==> config.mk <==
export PLATFORM = sky130hd
export DESIGN_NAME = gb_io
export DESIGN_NICKNAME = d
export VERILOG_FILES = /design/src/gb_io_pkg.sv /design/src/gb_io.sv /design/src/irq_ctrl.sv /design/src/serial_port.sv /design/src/joypad.sv
export SDC_FILE = /design/constraint.sdc
export NUM_CORES = 1
export LEC_CHECK = 0
export BUFFER_PORTS_ARGS = -buffer_cell sky130_fd_sc_hd__buf_2
export CAP_MARGIN = 20
export CELL_PAD_IN_SITES_DETAIL_PLACEMENT = 1
export CELL_PAD_IN_SITES_GLOBAL_PLACEMENT = 2
export CORE_ASPECT_RATIO = 0.6
export CORE_MARGIN = 2
export CORE_UTILIZATION = 29
export CTS_CLUSTER_SIZE = 16
export DETAILED_ROUTE_END_ITERATION = 6
export HOLD_SLACK_MARGIN = 0.02
export PLACE_DENSITY = 0.8
export SYNTH_ARGS = -nofsm -noshare
export SYNTH_HDL_FRONTEND = slang
export SYNTH_SLANG_ARGS = --single-unit
==> constraint.sdc <==
create_clock -name clk -period 2.1 [get_ports clk]
set_clock_uncertainty 0.2 [all_clocks]
set_input_delay 0 -clock clk [delete_from_list [all_inputs] [get_ports clk]]
set_output_delay 0 -clock clk [all_outputs]
set_load 0.1 [all_outputs]
==> src/gb_io_pkg.sv <==
/*
 * shared definitions for the console io block
 *   cpu address and data types, register addresses
 *   interrupt bit positions and restart vectors
 *   serial timing constants, bus and event structs
 */
`default_nettype none

package gb_io_pkg;

	// ----------------------------------------------------------------------
	// address and data
	typedef logic [15:0] addr_t;
	typedef logic [7:0]  byte_t;

	localparam addr_t ADDR_JOYP = 16'hff00; // P1 joypad
	localparam addr_t ADDR_SB   = 16'hff01; // serial data
	localparam addr_t ADDR_SC   = 16'hff02; // serial control
	localparam addr_t ADDR_IF   = 16'hff0f; // interrupt flags
	localparam addr_t ADDR_IE   = 16'hffff; // interrupt enable

	localparam byte_t OPEN_BUS = 8'hff; // nothing drives the data lines

	// ----------------------------------------------------------------------
	// interrupts, bit 0 has the highest priority
	localparam int IRQ_COUNT  = 5;
	localparam int IRQ_VBLANK = 0;
	localparam int IRQ_LCD    = 1;
	localparam int IRQ_TIMER  = 2;
	localparam int IRQ_SERIAL = 3;
	localparam int IRQ_JOYPAD = 4;

	typedef logic [IRQ_COUNT-1:0] irq_mask_t;

	localparam byte_t VEC_VBLANK = 8'h40;
	localparam byte_t VEC_LCD    = 8'h48;
	localparam byte_t VEC_TIMER  = 8'h50;
	localparam byte_t VEC_SERIAL = 8'h58;
	localparam byte_t VEC_JOYPAD = 8'h60;
	localparam byte_t VEC_NONE   = 8'h55; // ack with nothing pending

	// ----------------------------------------------------------------------
	// serial port timing
	localparam int SERIAL_BIT_CYCLES = 512; // 8192 Hz at 4 MHz
	localparam int SERIAL_BITS       = 8;
	localparam int SERIAL_DIV_W      = $clog2(SERIAL_BIT_CYCLES);
	localparam int SERIAL_CNT_W      = $clog2(SERIAL_BITS + 1);

	// ----------------------------------------------------------------------
	// structs
	typedef struct packed {
		addr_t addr;
		byte_t wdata;
		logic  wr;  // one cycle write strobe
		logic  ack; // interrupt acknowledge level
	} cpu_bus_t;

	typedef struct packed {
		logic joyp;
		logic sc;
		logic if_reg;
		logic ie;
	} io_sel_t; // write strobes, SB writes are dropped

	typedef struct packed {
		logic vblank; // level
		logic lcd;    // one cycle pulse
		logic timer;  // one cycle pulse
	} ext_irq_t;

	typedef struct packed {
		logic [3:0] dirs; // P10..P13 with P14 low, active low
		logic [3:0] btns; // P10..P13 with P15 low, active low
	} joy_lines_t;

endpackage

`default_nettype wire
==> src/gb_io.sv <==
/*
 * io register and interrupt subsystem, top level
 *   address decode and write strobes
 *   joypad, serial port and interrupt controller instances
 *   cpu read multiplexer
 */
`timescale 1ns/1ps
`default_nettype none

module gb_io (
	input  wire                      clk,
	input  wire                      reset,
	input  wire gb_io_pkg::cpu_bus_t bus,
	input  wire [7:0]                buttons,
	input  wire gb_io_pkg::ext_irq_t ext,
	output gb_io_pkg::byte_t         rdata,
	output logic                     irq_n
);
	import gb_io_pkg::*;

	logic       hit_joyp, hit_sb, hit_sc, hit_if, hit_ie;
	io_sel_t    wsel;
	byte_t      joy_rdata;
	byte_t      sc_rdata;
	byte_t      if_rdata;
	byte_t      ie_rdata;
	byte_t      vector;
	joy_lines_t lines;
	logic       serial_irq;

	// ----------------------------------------------------------------------
	// address decode
	assign hit_joyp = (bus.addr == ADDR_JOYP);
	assign hit_sb   = (bus.addr == ADDR_SB);
	assign hit_sc   = (bus.addr == ADDR_SC);
	assign hit_if   = (bus.addr == ADDR_IF);
	assign hit_ie   = (bus.addr == ADDR_IE);

	assign wsel.joyp   = hit_joyp & bus.wr;
	assign wsel.sc     = hit_sc & bus.wr;
	assign wsel.if_reg = hit_if & bus.wr;
	assign wsel.ie     = hit_ie & bus.wr;

	// ----------------------------------------------------------------------
	// blocks
	joypad joy0 (
		.clk     (clk),
		.reset   (reset),
		.sel_wr  (wsel.joyp),
		.wdata   (bus.wdata),
		.buttons (buttons),
		.rdata   (joy_rdata),
		.lines   (lines)
	);

	serial_port ser0 (
		.clk        (clk),
		.reset      (reset),
		.sel_wr     (wsel.sc),
		.wdata      (bus.wdata),
		.rdata      (sc_rdata),
		.serial_irq (serial_irq)
	);

	irq_ctrl irq0 (
		.clk        (clk),
		.reset      (reset),
		.if_wr      (wsel.if_reg),
		.ie_wr      (wsel.ie),
		.wdata      (bus.wdata),
		.ack        (bus.ack),
		.ext        (ext),
		.lines      (lines),
		.serial_irq (serial_irq),
		.if_rdata   (if_rdata),
		.ie_rdata   (ie_rdata),
		.vector     (vector),
		.irq_n      (irq_n)
	);

	// ----------------------------------------------------------------------
	// read mux, ack cycle takes the vector
	always_comb begin
		if (bus.ack) begin
			rdata = vector;
		end else if (hit_joyp) begin
			rdata = joy_rdata;
		end else if (hit_sb) begin
			rdata = OPEN_BUS; // no link partner, line idles high
		end else if (hit_sc) begin
			rdata = sc_rdata;
		end else if (hit_if) begin
			rdata = if_rdata;
		end else if (hit_ie) begin
			rdata = ie_rdata;
		end else begin
			rdata = OPEN_BUS;
		end
	end

endmodule

`default_nettype wire

==> src/irq_ctrl.sv <==
/*
 * interrupt controller
 *   IF and IE registers, vblank and joypad edge detection
 *   fixed priority encoder, restart vector, ack clearing, irq_n
 */
`timescale 1ns/1ps
`default_nettype none

module irq_ctrl (
	input  wire                        clk,
	input  wire                        reset,
	input  wire                        if_wr,
	input  wire                        ie_wr,
	input  wire gb_io_pkg::byte_t      wdata,
	input  wire                        ack,
	input  wire gb_io_pkg::ext_irq_t   ext,
	input  wire gb_io_pkg::joy_lines_t lines,
	input  wire                        serial_irq,
	output gb_io_pkg::byte_t           if_rdata,
	output gb_io_pkg::byte_t           ie_rdata,
	output gb_io_pkg::byte_t           vector,
	output logic                       irq_n
);
	import gb_io_pkg::*;

	logic [2:0] vb_sync; // [0],[1] synchronizer, [2] previous value
	joy_lines_t lines_s1, lines_s2, lines_d;
	logic       ack_d;   // ack seen at the previous edge
	logic       vb_rise;
	logic       joy_fall;
	irq_mask_t  if_r;
	irq_mask_t  ie_r;
	irq_mask_t  pending; // enabled and flagged
	irq_mask_t  set_mask;
	irq_mask_t  clr_mask; // one hot, highest priority pending
	irq_mask_t  if_next;

	// ----------------------------------------------------------------------
	// event detection
	assign vb_rise  = vb_sync[1] & ~vb_sync[2];
	assign joy_fall = |(~lines_s2 & lines_d); // any P1x line pulled low

	always_comb begin
		set_mask             = '0;
		set_mask[IRQ_VBLANK] = vb_rise;
		set_mask[IRQ_LCD]    = ext.lcd;    // already one cycle wide
		set_mask[IRQ_TIMER]  = ext.timer;
		set_mask[IRQ_SERIAL] = serial_irq;
		set_mask[IRQ_JOYPAD] = joy_fall;
	end

	// ----------------------------------------------------------------------
	// priority encoder
	assign pending = if_r & ie_r;

	always_comb begin
		clr_mask = '0;
		if (pending[IRQ_VBLANK]) begin
			vector               = VEC_VBLANK;
			clr_mask[IRQ_VBLANK] = 1'b1;
		end else if (pending[IRQ_LCD]) begin
			vector            = VEC_LCD;
			clr_mask[IRQ_LCD] = 1'b1;
		end else if (pending[IRQ_TIMER]) begin
			vector              = VEC_TIMER;
			clr_mask[IRQ_TIMER] = 1'b1;
		end else if (pending[IRQ_SERIAL]) begin
			vector               = VEC_SERIAL;
			clr_mask[IRQ_SERIAL] = 1'b1;
		end else if (pending[IRQ_JOYPAD]) begin
			vector               = VEC_JOYPAD;
			clr_mask[IRQ_JOYPAD] = 1'b1;
		end else begin
			vector = VEC_NONE;
		end
	end

	// next flag value: events, then ack clear, then cpu write wins
	always_comb begin
		if_next = if_r | set_mask;
		if (ack_d && !ack) begin // ack cycle just ended
			if_next = if_next & ~clr_mask;
		end
		if (if_wr) begin
			if_next = wdata[IRQ_COUNT-1:0];
		end
	end

	// ----------------------------------------------------------------------
	// registers
	always_ff @(posedge clk) begin
		if (reset) begin
			vb_sync  <= '0;
			lines_s1 <= '1; // lines idle high
			lines_s2 <= '1;
			lines_d  <= '1;
			ack_d    <= 1'b0;
			if_r     <= '0;
			ie_r     <= '0;
		end else begin
			vb_sync  <= {vb_sync[1:0], ext.vblank};
			lines_s1 <= lines;
			lines_s2 <= lines_s1;
			lines_d  <= lines_s2;
			ack_d    <= ack;
			if_r     <= if_next;
			if (ie_wr) begin
				ie_r <= wdata[IRQ_COUNT-1:0];
			end
		end
	end

	assign if_rdata = {{(8 - IRQ_COUNT){1'b1}}, if_r}; // unused bits read high
	assign ie_rdata = {{(8 - IRQ_COUNT){1'b0}}, ie_r};
	assign irq_n    = ~|pending;

	// request line must agree with what the encoder hands out on ack
	a_irq_n_match: assert property (
		@(posedge clk) disable iff (reset)
		irq_n == (vector == VEC_NONE)
	) else $error("irq_n disagrees with the priority vector");

endmodule

`default_nettype wire

==> src/serial_port.sv <==
/*
 * dummy serial port
 *   SC start and shift clock bits
 *   bit time divider and bit counter for internal clock transfers
 *   serial interrupt pulse at the end of a transfer
 */
`timescale 1ns/1ps
`default_nettype none

module serial_port (
	input  wire                   clk,
	input  wire                   reset,
	input  wire                   sel_wr,
	input  wire gb_io_pkg::byte_t wdata,
	output gb_io_pkg::byte_t      rdata,
	output logic                  serial_irq
);
	import gb_io_pkg::*;

	logic                    sc_start;      // SC bit 7, transfer in flight
	logic                    sc_shiftclock; // SC bit 0, 1 = internal clock
	logic [SERIAL_DIV_W-1:0] bit_div;       // clocks left in current bit
	logic [SERIAL_CNT_W-1:0] bit_cnt;       // bits left to shift

	// ----------------------------------------------------------------------
	// transfer engine
	// no partner is attached, so only the timing of a transfer is modelled
	always_ff @(posedge clk) begin
		serial_irq <= 1'b0; // pulse lasts one clock
		if (reset) begin
			sc_start      <= 1'b0;
			sc_shiftclock <= 1'b0;
			bit_div       <= '0;
			bit_cnt       <= '0;
		end else if (sel_wr) begin
			sc_start      <= wdata[7];
			sc_shiftclock <= wdata[0];
			if (wdata[7]) begin // restart from bit 0
				bit_div <= SERIAL_DIV_W'(SERIAL_BIT_CYCLES - 1);
				bit_cnt <= SERIAL_CNT_W'(SERIAL_BITS);
			end
		end else if (sc_start && sc_shiftclock) begin
			if (bit_div == '0) begin
				bit_div <= SERIAL_DIV_W'(SERIAL_BIT_CYCLES - 1); // next bit time
				bit_cnt <= bit_cnt - 1'b1;
				if (bit_cnt == SERIAL_CNT_W'(1)) begin // last bit shifted out
					serial_irq <= 1'b1;
					sc_start   <= 1'b0;
				end
			end else begin
				bit_div <= bit_div - 1'b1;
			end
		end
		// external clock never ticks here, transfer just hangs
	end

	assign rdata = {sc_start, 6'h3f, sc_shiftclock};

	// ----------------------------------------------------------------------
	// checks
	a_bit_cnt_range: assert property (
		@(posedge clk) disable iff (reset)
		bit_cnt <= SERIAL_CNT_W'(SERIAL_BITS)
	) else $error("serial bit counter above %0d", SERIAL_BITS);

	// start clears with the pulse, so no second one follows
	a_irq_single: assert property (
		@(posedge clk) disable iff (reset)
		serial_irq |=> !serial_irq
	) else $error("serial_irq held for two cycles");

endmodule

`default_nettype wire

==> src/joypad.sv <==
/*
 * joypad register
 *   select bits P14/P15, masked active low line groups
 *   read byte composition
 */
`timescale 1ns/1ps
`default_nettype none

module joypad (
	input  wire                    clk,
	input  wire                    reset,
	input  wire                    sel_wr,
	input  wire gb_io_pkg::byte_t  wdata,
	input  wire [7:0]              buttons, // start select B A down up left right
	output gb_io_pkg::byte_t       rdata,
	output gb_io_pkg::joy_lines_t  lines
);
	import gb_io_pkg::*;

	logic [1:0] p54; // [0] deselects directions, [1] deselects buttons

	always_ff @(posedge clk) begin
		if (reset) begin
			p54 <= 2'b00;
		end else if (sel_wr) begin
			p54 <= wdata[5:4];
		end
	end

	// ----------------------------------------------------------------------
	// line groups
	// a pressed key pulls its line low, a deselected group floats high
	assign lines.dirs = ~buttons[3:0] | {4{p54[0]}};
	assign lines.btns = ~buttons[7:4] | {4{p54[1]}};

	// both groups share the same four input pins
	assign rdata = {2'b11, p54, lines.dirs & lines.btns};

	// select bits read back right after a P1 write
	a_joy_sel_readback: assert property (
		@(posedge clk) disable iff (reset)
		sel_wr |=> rdata[5:4] == $past(wdata[5:4])
	) else $error("joypad select bits not loaded by a P1 write");

endmodule

`default_nettype wire

* Word-level counts from Yosys, hierarchy flattened *
Cells that the tools add are included.

operators by class
  $add $sub $neg = 2
  eq/ne operators = 7
  mux-type cells = 35
  bitwise gates (word level) = 19
  reductions and logical operators = 14

operators with widths
  kind                                                                    count
  16-bit equality test (second input constant)                            5
  8-bit 2-to-1 mux                                                        10
  9-bit 2-to-1 mux                                                        4
  4-bit 2-to-1 mux                                                        5
  1-bit 2-to-1 mux                                                        11
  5-bit bitwise AND                                                       2
  5-bit 2-to-1 mux                                                        2
  9-bit logical NOT                                                       1
  9-bit by 1-bit subtractor with 9-bit output (second input constant)     1
  8-bit bitwise AND                                                       1
  4-bit NOT                                                               2
  8-bit NOT                                                               1
  4-bit bitwise OR                                                        2
  8-bit OR reduction                                                      1
  6-bit 2-to-1 mux                                                        1
  3-bit AND reduction                                                     2
  2-bit nonzero test                                                      3
  1-bit bitwise AND                                                       5
  5-bit NOT                                                               1
  5-bit bitwise OR                                                        1
  5-bit OR reduction                                                      1
  4-bit bitwise AND                                                       1
  4-bit by 1-bit equality test with 1-bit output (second input constant)  1
  4-bit OR reduction                                                      1
  other kinds (8)                                                         12

word-level totals
  register bits = 56
  input bits = 39
  output and inout port bits = 9
  word-level logic and storage cells = 93

* Longest topological paths before layout *
  depth after elaboration = 10
  mapped depth = 8
  depth with buffers taken out = 7

* Hierarchy *
From an unflattened synthesis, not the netlist that was laid out.

second synthesis, totals
  cells, all modules = 352
  area total of the unflattened synthesis = 3,026.7 um^2

modules (own cells, without submodules)
  module       times used  cells an instance  area an instance (um^2)
  irq_ctrl     1           137                1,391.3
  serial_port  1           98                 879.6
  gb_io        1           96                 594.3
  joypad       1           21                 161.4

* Worst setup path after synthesis *
OpenSTA, ideal clock, no wires.

  kind = input -> output
  start = input port bus[14] (netlist name)
  end = output port rdata[0]
  arrival = 3.158 ns
  required time = 1.900 ns
  path slack = -1.258 ns
  stages on the path = 5
  cells stage by stage = or4_1 -> buf_2 -> nor4_1 -> nor2_1 -> o31ai_1

on the way
  word-level cells in the longest chain between the ends = 7
  elaborated cells on any way between the ends = 11
  those cells by class = 5 x eq/ne; 6 x mux

ends and longest elaborated chain
  element               line         source
  start: declaration    gb_io.sv:13  input wire gb_io_pkg::cpu_bus_t bus,
  16-bit equality test  gb_io.sv:37  assign hit_ie = (bus.addr == ADDR_IE);
  8-bit 2-to-1 mux      gb_io.sv:94  end else if (hit_ie) begin
  8-bit 2-to-1 mux      gb_io.sv:92  end else if (hit_if) begin
  8-bit 2-to-1 mux      gb_io.sv:90  end else if (hit_sc) begin
  8-bit 2-to-1 mux      gb_io.sv:88  end else if (hit_sb) begin
  8-bit 2-to-1 mux (*)  gb_io.sv:86  end else if (hit_joyp) begin
  8-bit 2-to-1 mux (*)  gb_io.sv:84  if (bus.ack) begin
  end: declaration      gb_io.sv:16  output gb_io_pkg::byte_t rdata,

Mark *: on every way between the ends. The rest lies on a longest branch, timed or not.

* Worst setup path in the final report *
  start = input port bus[14] (netlist name)
  end = output port rdata[3]

Same word-level chain as after synthesis.

==> impl_metrics.ini <==
[sta]
timing.fmax_mhz = 489.3
rsz0062_at_grt = true
tightest_slew_ps = 488.2
fin_crit_ps = 2044
hold_violations = 0
setup_tns_ps = 0
min_period_over_period = 0.9731
slew_headroom = 0.6768
final_max_slew_viol_count = 0
setup_viol = 0

[logic_synthesis]
yosysWarningCount = 0
synth_top_area_share = 0.4487
synth_cell_type_count = 43
synth_nets = 336
yosys.area.top_type = dfxtp_1
synth_cells = 294
synth_area_mm2 = 0.002499
ys_seq_area_frac = 0.4487
synth_flop_cell = dfxtp_1
synth_edf_count = 0
synth-seq-cells = 56
synth_top_cells_by_area = dfxtp_1, a21oi_1, nand2_1, or2_2, nand3_1
synthArstFlopShare = 0
syn_area_per_cell_um2 = 8.499

[clock_tree]
numCtsBuffers = 5
clk_latency_ps = 300
post_cts_buffers = 0
htree_levels = 2
clkTransAtPathRegs_ps = 70
cts.sink_count = 56
cts_tree = built
cts-root-buf = clkbuf_16
clk_path_buf_depth = 2

[floorplanning]
boundaryPins = 48
die_w_um = 123.8
die-height_um = 75.90
coreArea_mm2 = 0.008426
start_util = 0.2966
rows = 26
die_area_mm2 = 0.009399

[pwr]
ir_drop_v = 0.0002991
combPwrFrac = 0.108
powerDensity_mw_per_mm2 = 640.0
intPower_mw = 1.642
pwr-share-clk = 0.393
power.share.switching = 0.2586
seqPwrFrac = 0.498
power.leakage_nw = 1.380
p_sw_mw = 0.5728
finalPower_mw = 2.215

[final_layout]
diodes = 0
final_cell_mix = dfxtp_1, buf_2, nand2_1, dlygate4sd3_1
areaGrowthSynthToFinish_pct = 38.51
design_area_mm2 = 0.003461
final_common_cell = dfxtp_1
fin_nets = 416
drive_gt1_frac = 0.2987

[route]
wirelength_mm = 7.990
dr.pass1.iters = 4
drt-initial-drc-count = 177
vias_per_cell = 5.043
wl_per_cell_um = 16.41
final_antenna_net_count = 0
drc = 0
vias = 2456

[placement]
port_buffers = 46
gp_congestion = 0.8476
dp_hpwl_mm = 6.075
place_area_mm2 = 0.003035

[critical_path]
worstSetupStartpointType = primary input
r2r_start = ser0.bit_div[1]$_SDFFE_PP0P_
worstPathArrival_ps = 1840
crit_required_ps = 1900
endpoint = rdata[3]
ff2ff_setup_slack_ps = 120
crit_type = primary input to primary output
reg2reg_depth = 7
crit_fanout = 5
reg2reg_to = ser0.bit_cnt[3]$_SDFFE_PP0P_
critPathCaptureType = primary output
setup.worst_path.start = bus[14]

[worst_hold_path]
hold_path_class = primary input to flip-flop

[run_status]
status = finished clean

[global_routing]
grt_max_degree = 33
grt_pass1_vias = 2419
gr-total-overflow = 0
grt_pass1_wl_mm = 12.98
antenna_found_initial = 0
grt_usage = 0.1799

[job]
cap_violations = 0
## power by group through the flow
stage,clock [mW],sequential (mW),combinational (mW)
finish,0.871,1.10,0.240
global route,0.952,1.11,0.260
CTS,0.895,1.10,0.237
detailed placement,0,1.13,0.203
global placement,0,1.13,0.201
floorplan,0,1.12,0.129
## cell families (layout without fill, tap and decap cells)
| kind of cell | after synthesis | after routing | share of synthesized area |
|---|---|---|---|
| and+or+nand+nor | 134 | 134 | 0.2939 |
| muxes | 3 | 3 | 0.01202 |
| AOI/OAI and AO/OA | 68 | 68 | 0.1818 |
| buffers and inverters | 29 | 110 | 0.04506 |
| DFF | 56 | 56 | 0.4487 |
| xor gates and xnor gates | 1 | 1 | 0.003506 |
| adders and majority gates | 3 | 3 | 0.01502 |
## stage by stage
stage          std cells  setup slack [ps]  hold WS (ps)  utilization
2_1_floorplan        294            -390.5        -114.3            -
3_3_place_gp         457            -1.183         16.97       0.3603
3_5_place_dp         457            -76.61         15.85       0.3603
4_1_cts              487             6.845         128.1       0.4061
5_1_grt              487            -1.878         174.9       0.4108
6_report             487             56.44         131.9       0.4108
## what timing repair did
| action | 4_1_cts | 5_1_grt |
|---|---|---|
| pin swaps | 0 | 1 |
| resized for setup | 4 | 10 |
| hold buffers | 22 | 0 |
| endpoints found under the hold margin | 35 | 0 |
| setup endpoints to repair | 4 | 14 |
## metal layers
metal  up-vias  routed length [um]  part of all wire  global-route usage
li1       1230                   -                 -                   -
met1      1181                4216              0.53              0.2784
met2        41                3372              0.42              0.2511
met4         0                  69            0.0086             0.03750
met5         -                   0                 0                   0
met3         4                 331             0.041             0.04066
## flip-flops by register name (all words and copies together), names as in the netlist, 2 cells and up
name	cells
ser0.bit_div	9
irq0.lines_s1	8
irq0.ie_r	5
irq0.vb_sync	3
joy0.p54	2
irq0.lines_d	8
irq0.if_r	5
ser0.bit_cnt	4
irq0.lines_s2	8
## worst min-delay path by stage
stage               cells past startpoint  slack, ps        from                          end
finish                                  4        130     bus[11]     joy0.p54[0]$_SDFFE_PP0P_
global route                            4        170     bus[11]     joy0.p54[0]$_SDFFE_PP0P_
CTS                                     4        130     bus[11]     joy0.p54[0]$_SDFFE_PP0P_
detailed placement                      2         20  buttons[1]  irq0.lines_s1[5]$_SDFF_PP1_
floorplan                               1       -110  buttons[0]  irq0.lines_s1[4]$_SDFF_PP1_
global placement                        2         20  buttons[2]  irq0.lines_s1[6]$_SDFF_PP1_
## worst max-delay path: stages
cell and delay, ps:
buf_2 100, or4_4 580, or4_1 550, o22ai_1 310, o31ai_4 90, buf_6 200
## cells in the mapped netlist (5+ instances only)
master / count
inv_1: 14
nand4_1: 6
nor2b_1: 8
o31ai_1: 5
nor3_1: 9
clkbuf_1: 11
or4_1: 5
nor2_1: 11
nand2_1: 30
nand3_1: 19
a311oi_1: 7
dfxtp_1: 56
a21oi_1: 23
nand2b_1: 9
or2_2: 16
nor4_1: 5
o221ai_1: 6
o22ai_1: 9
## area by class of cell
| cell class | count | area, um2 |
|---|---|---|
| clock buffers | 5 | 125.1 |
| clock inverters | 3 | 27.53 |
| fillers | 1011 | 4965 |
| inverters | 15 | 56.30 |
| multi-input cells | 209 | 1379 |
| flip-flops and latches | 56 | 1121 |
| well taps | 112 | 140.1 |
| repair buffers | 87 | 611.8 |
Note: power is estimated with default switching activity, not from simulation.
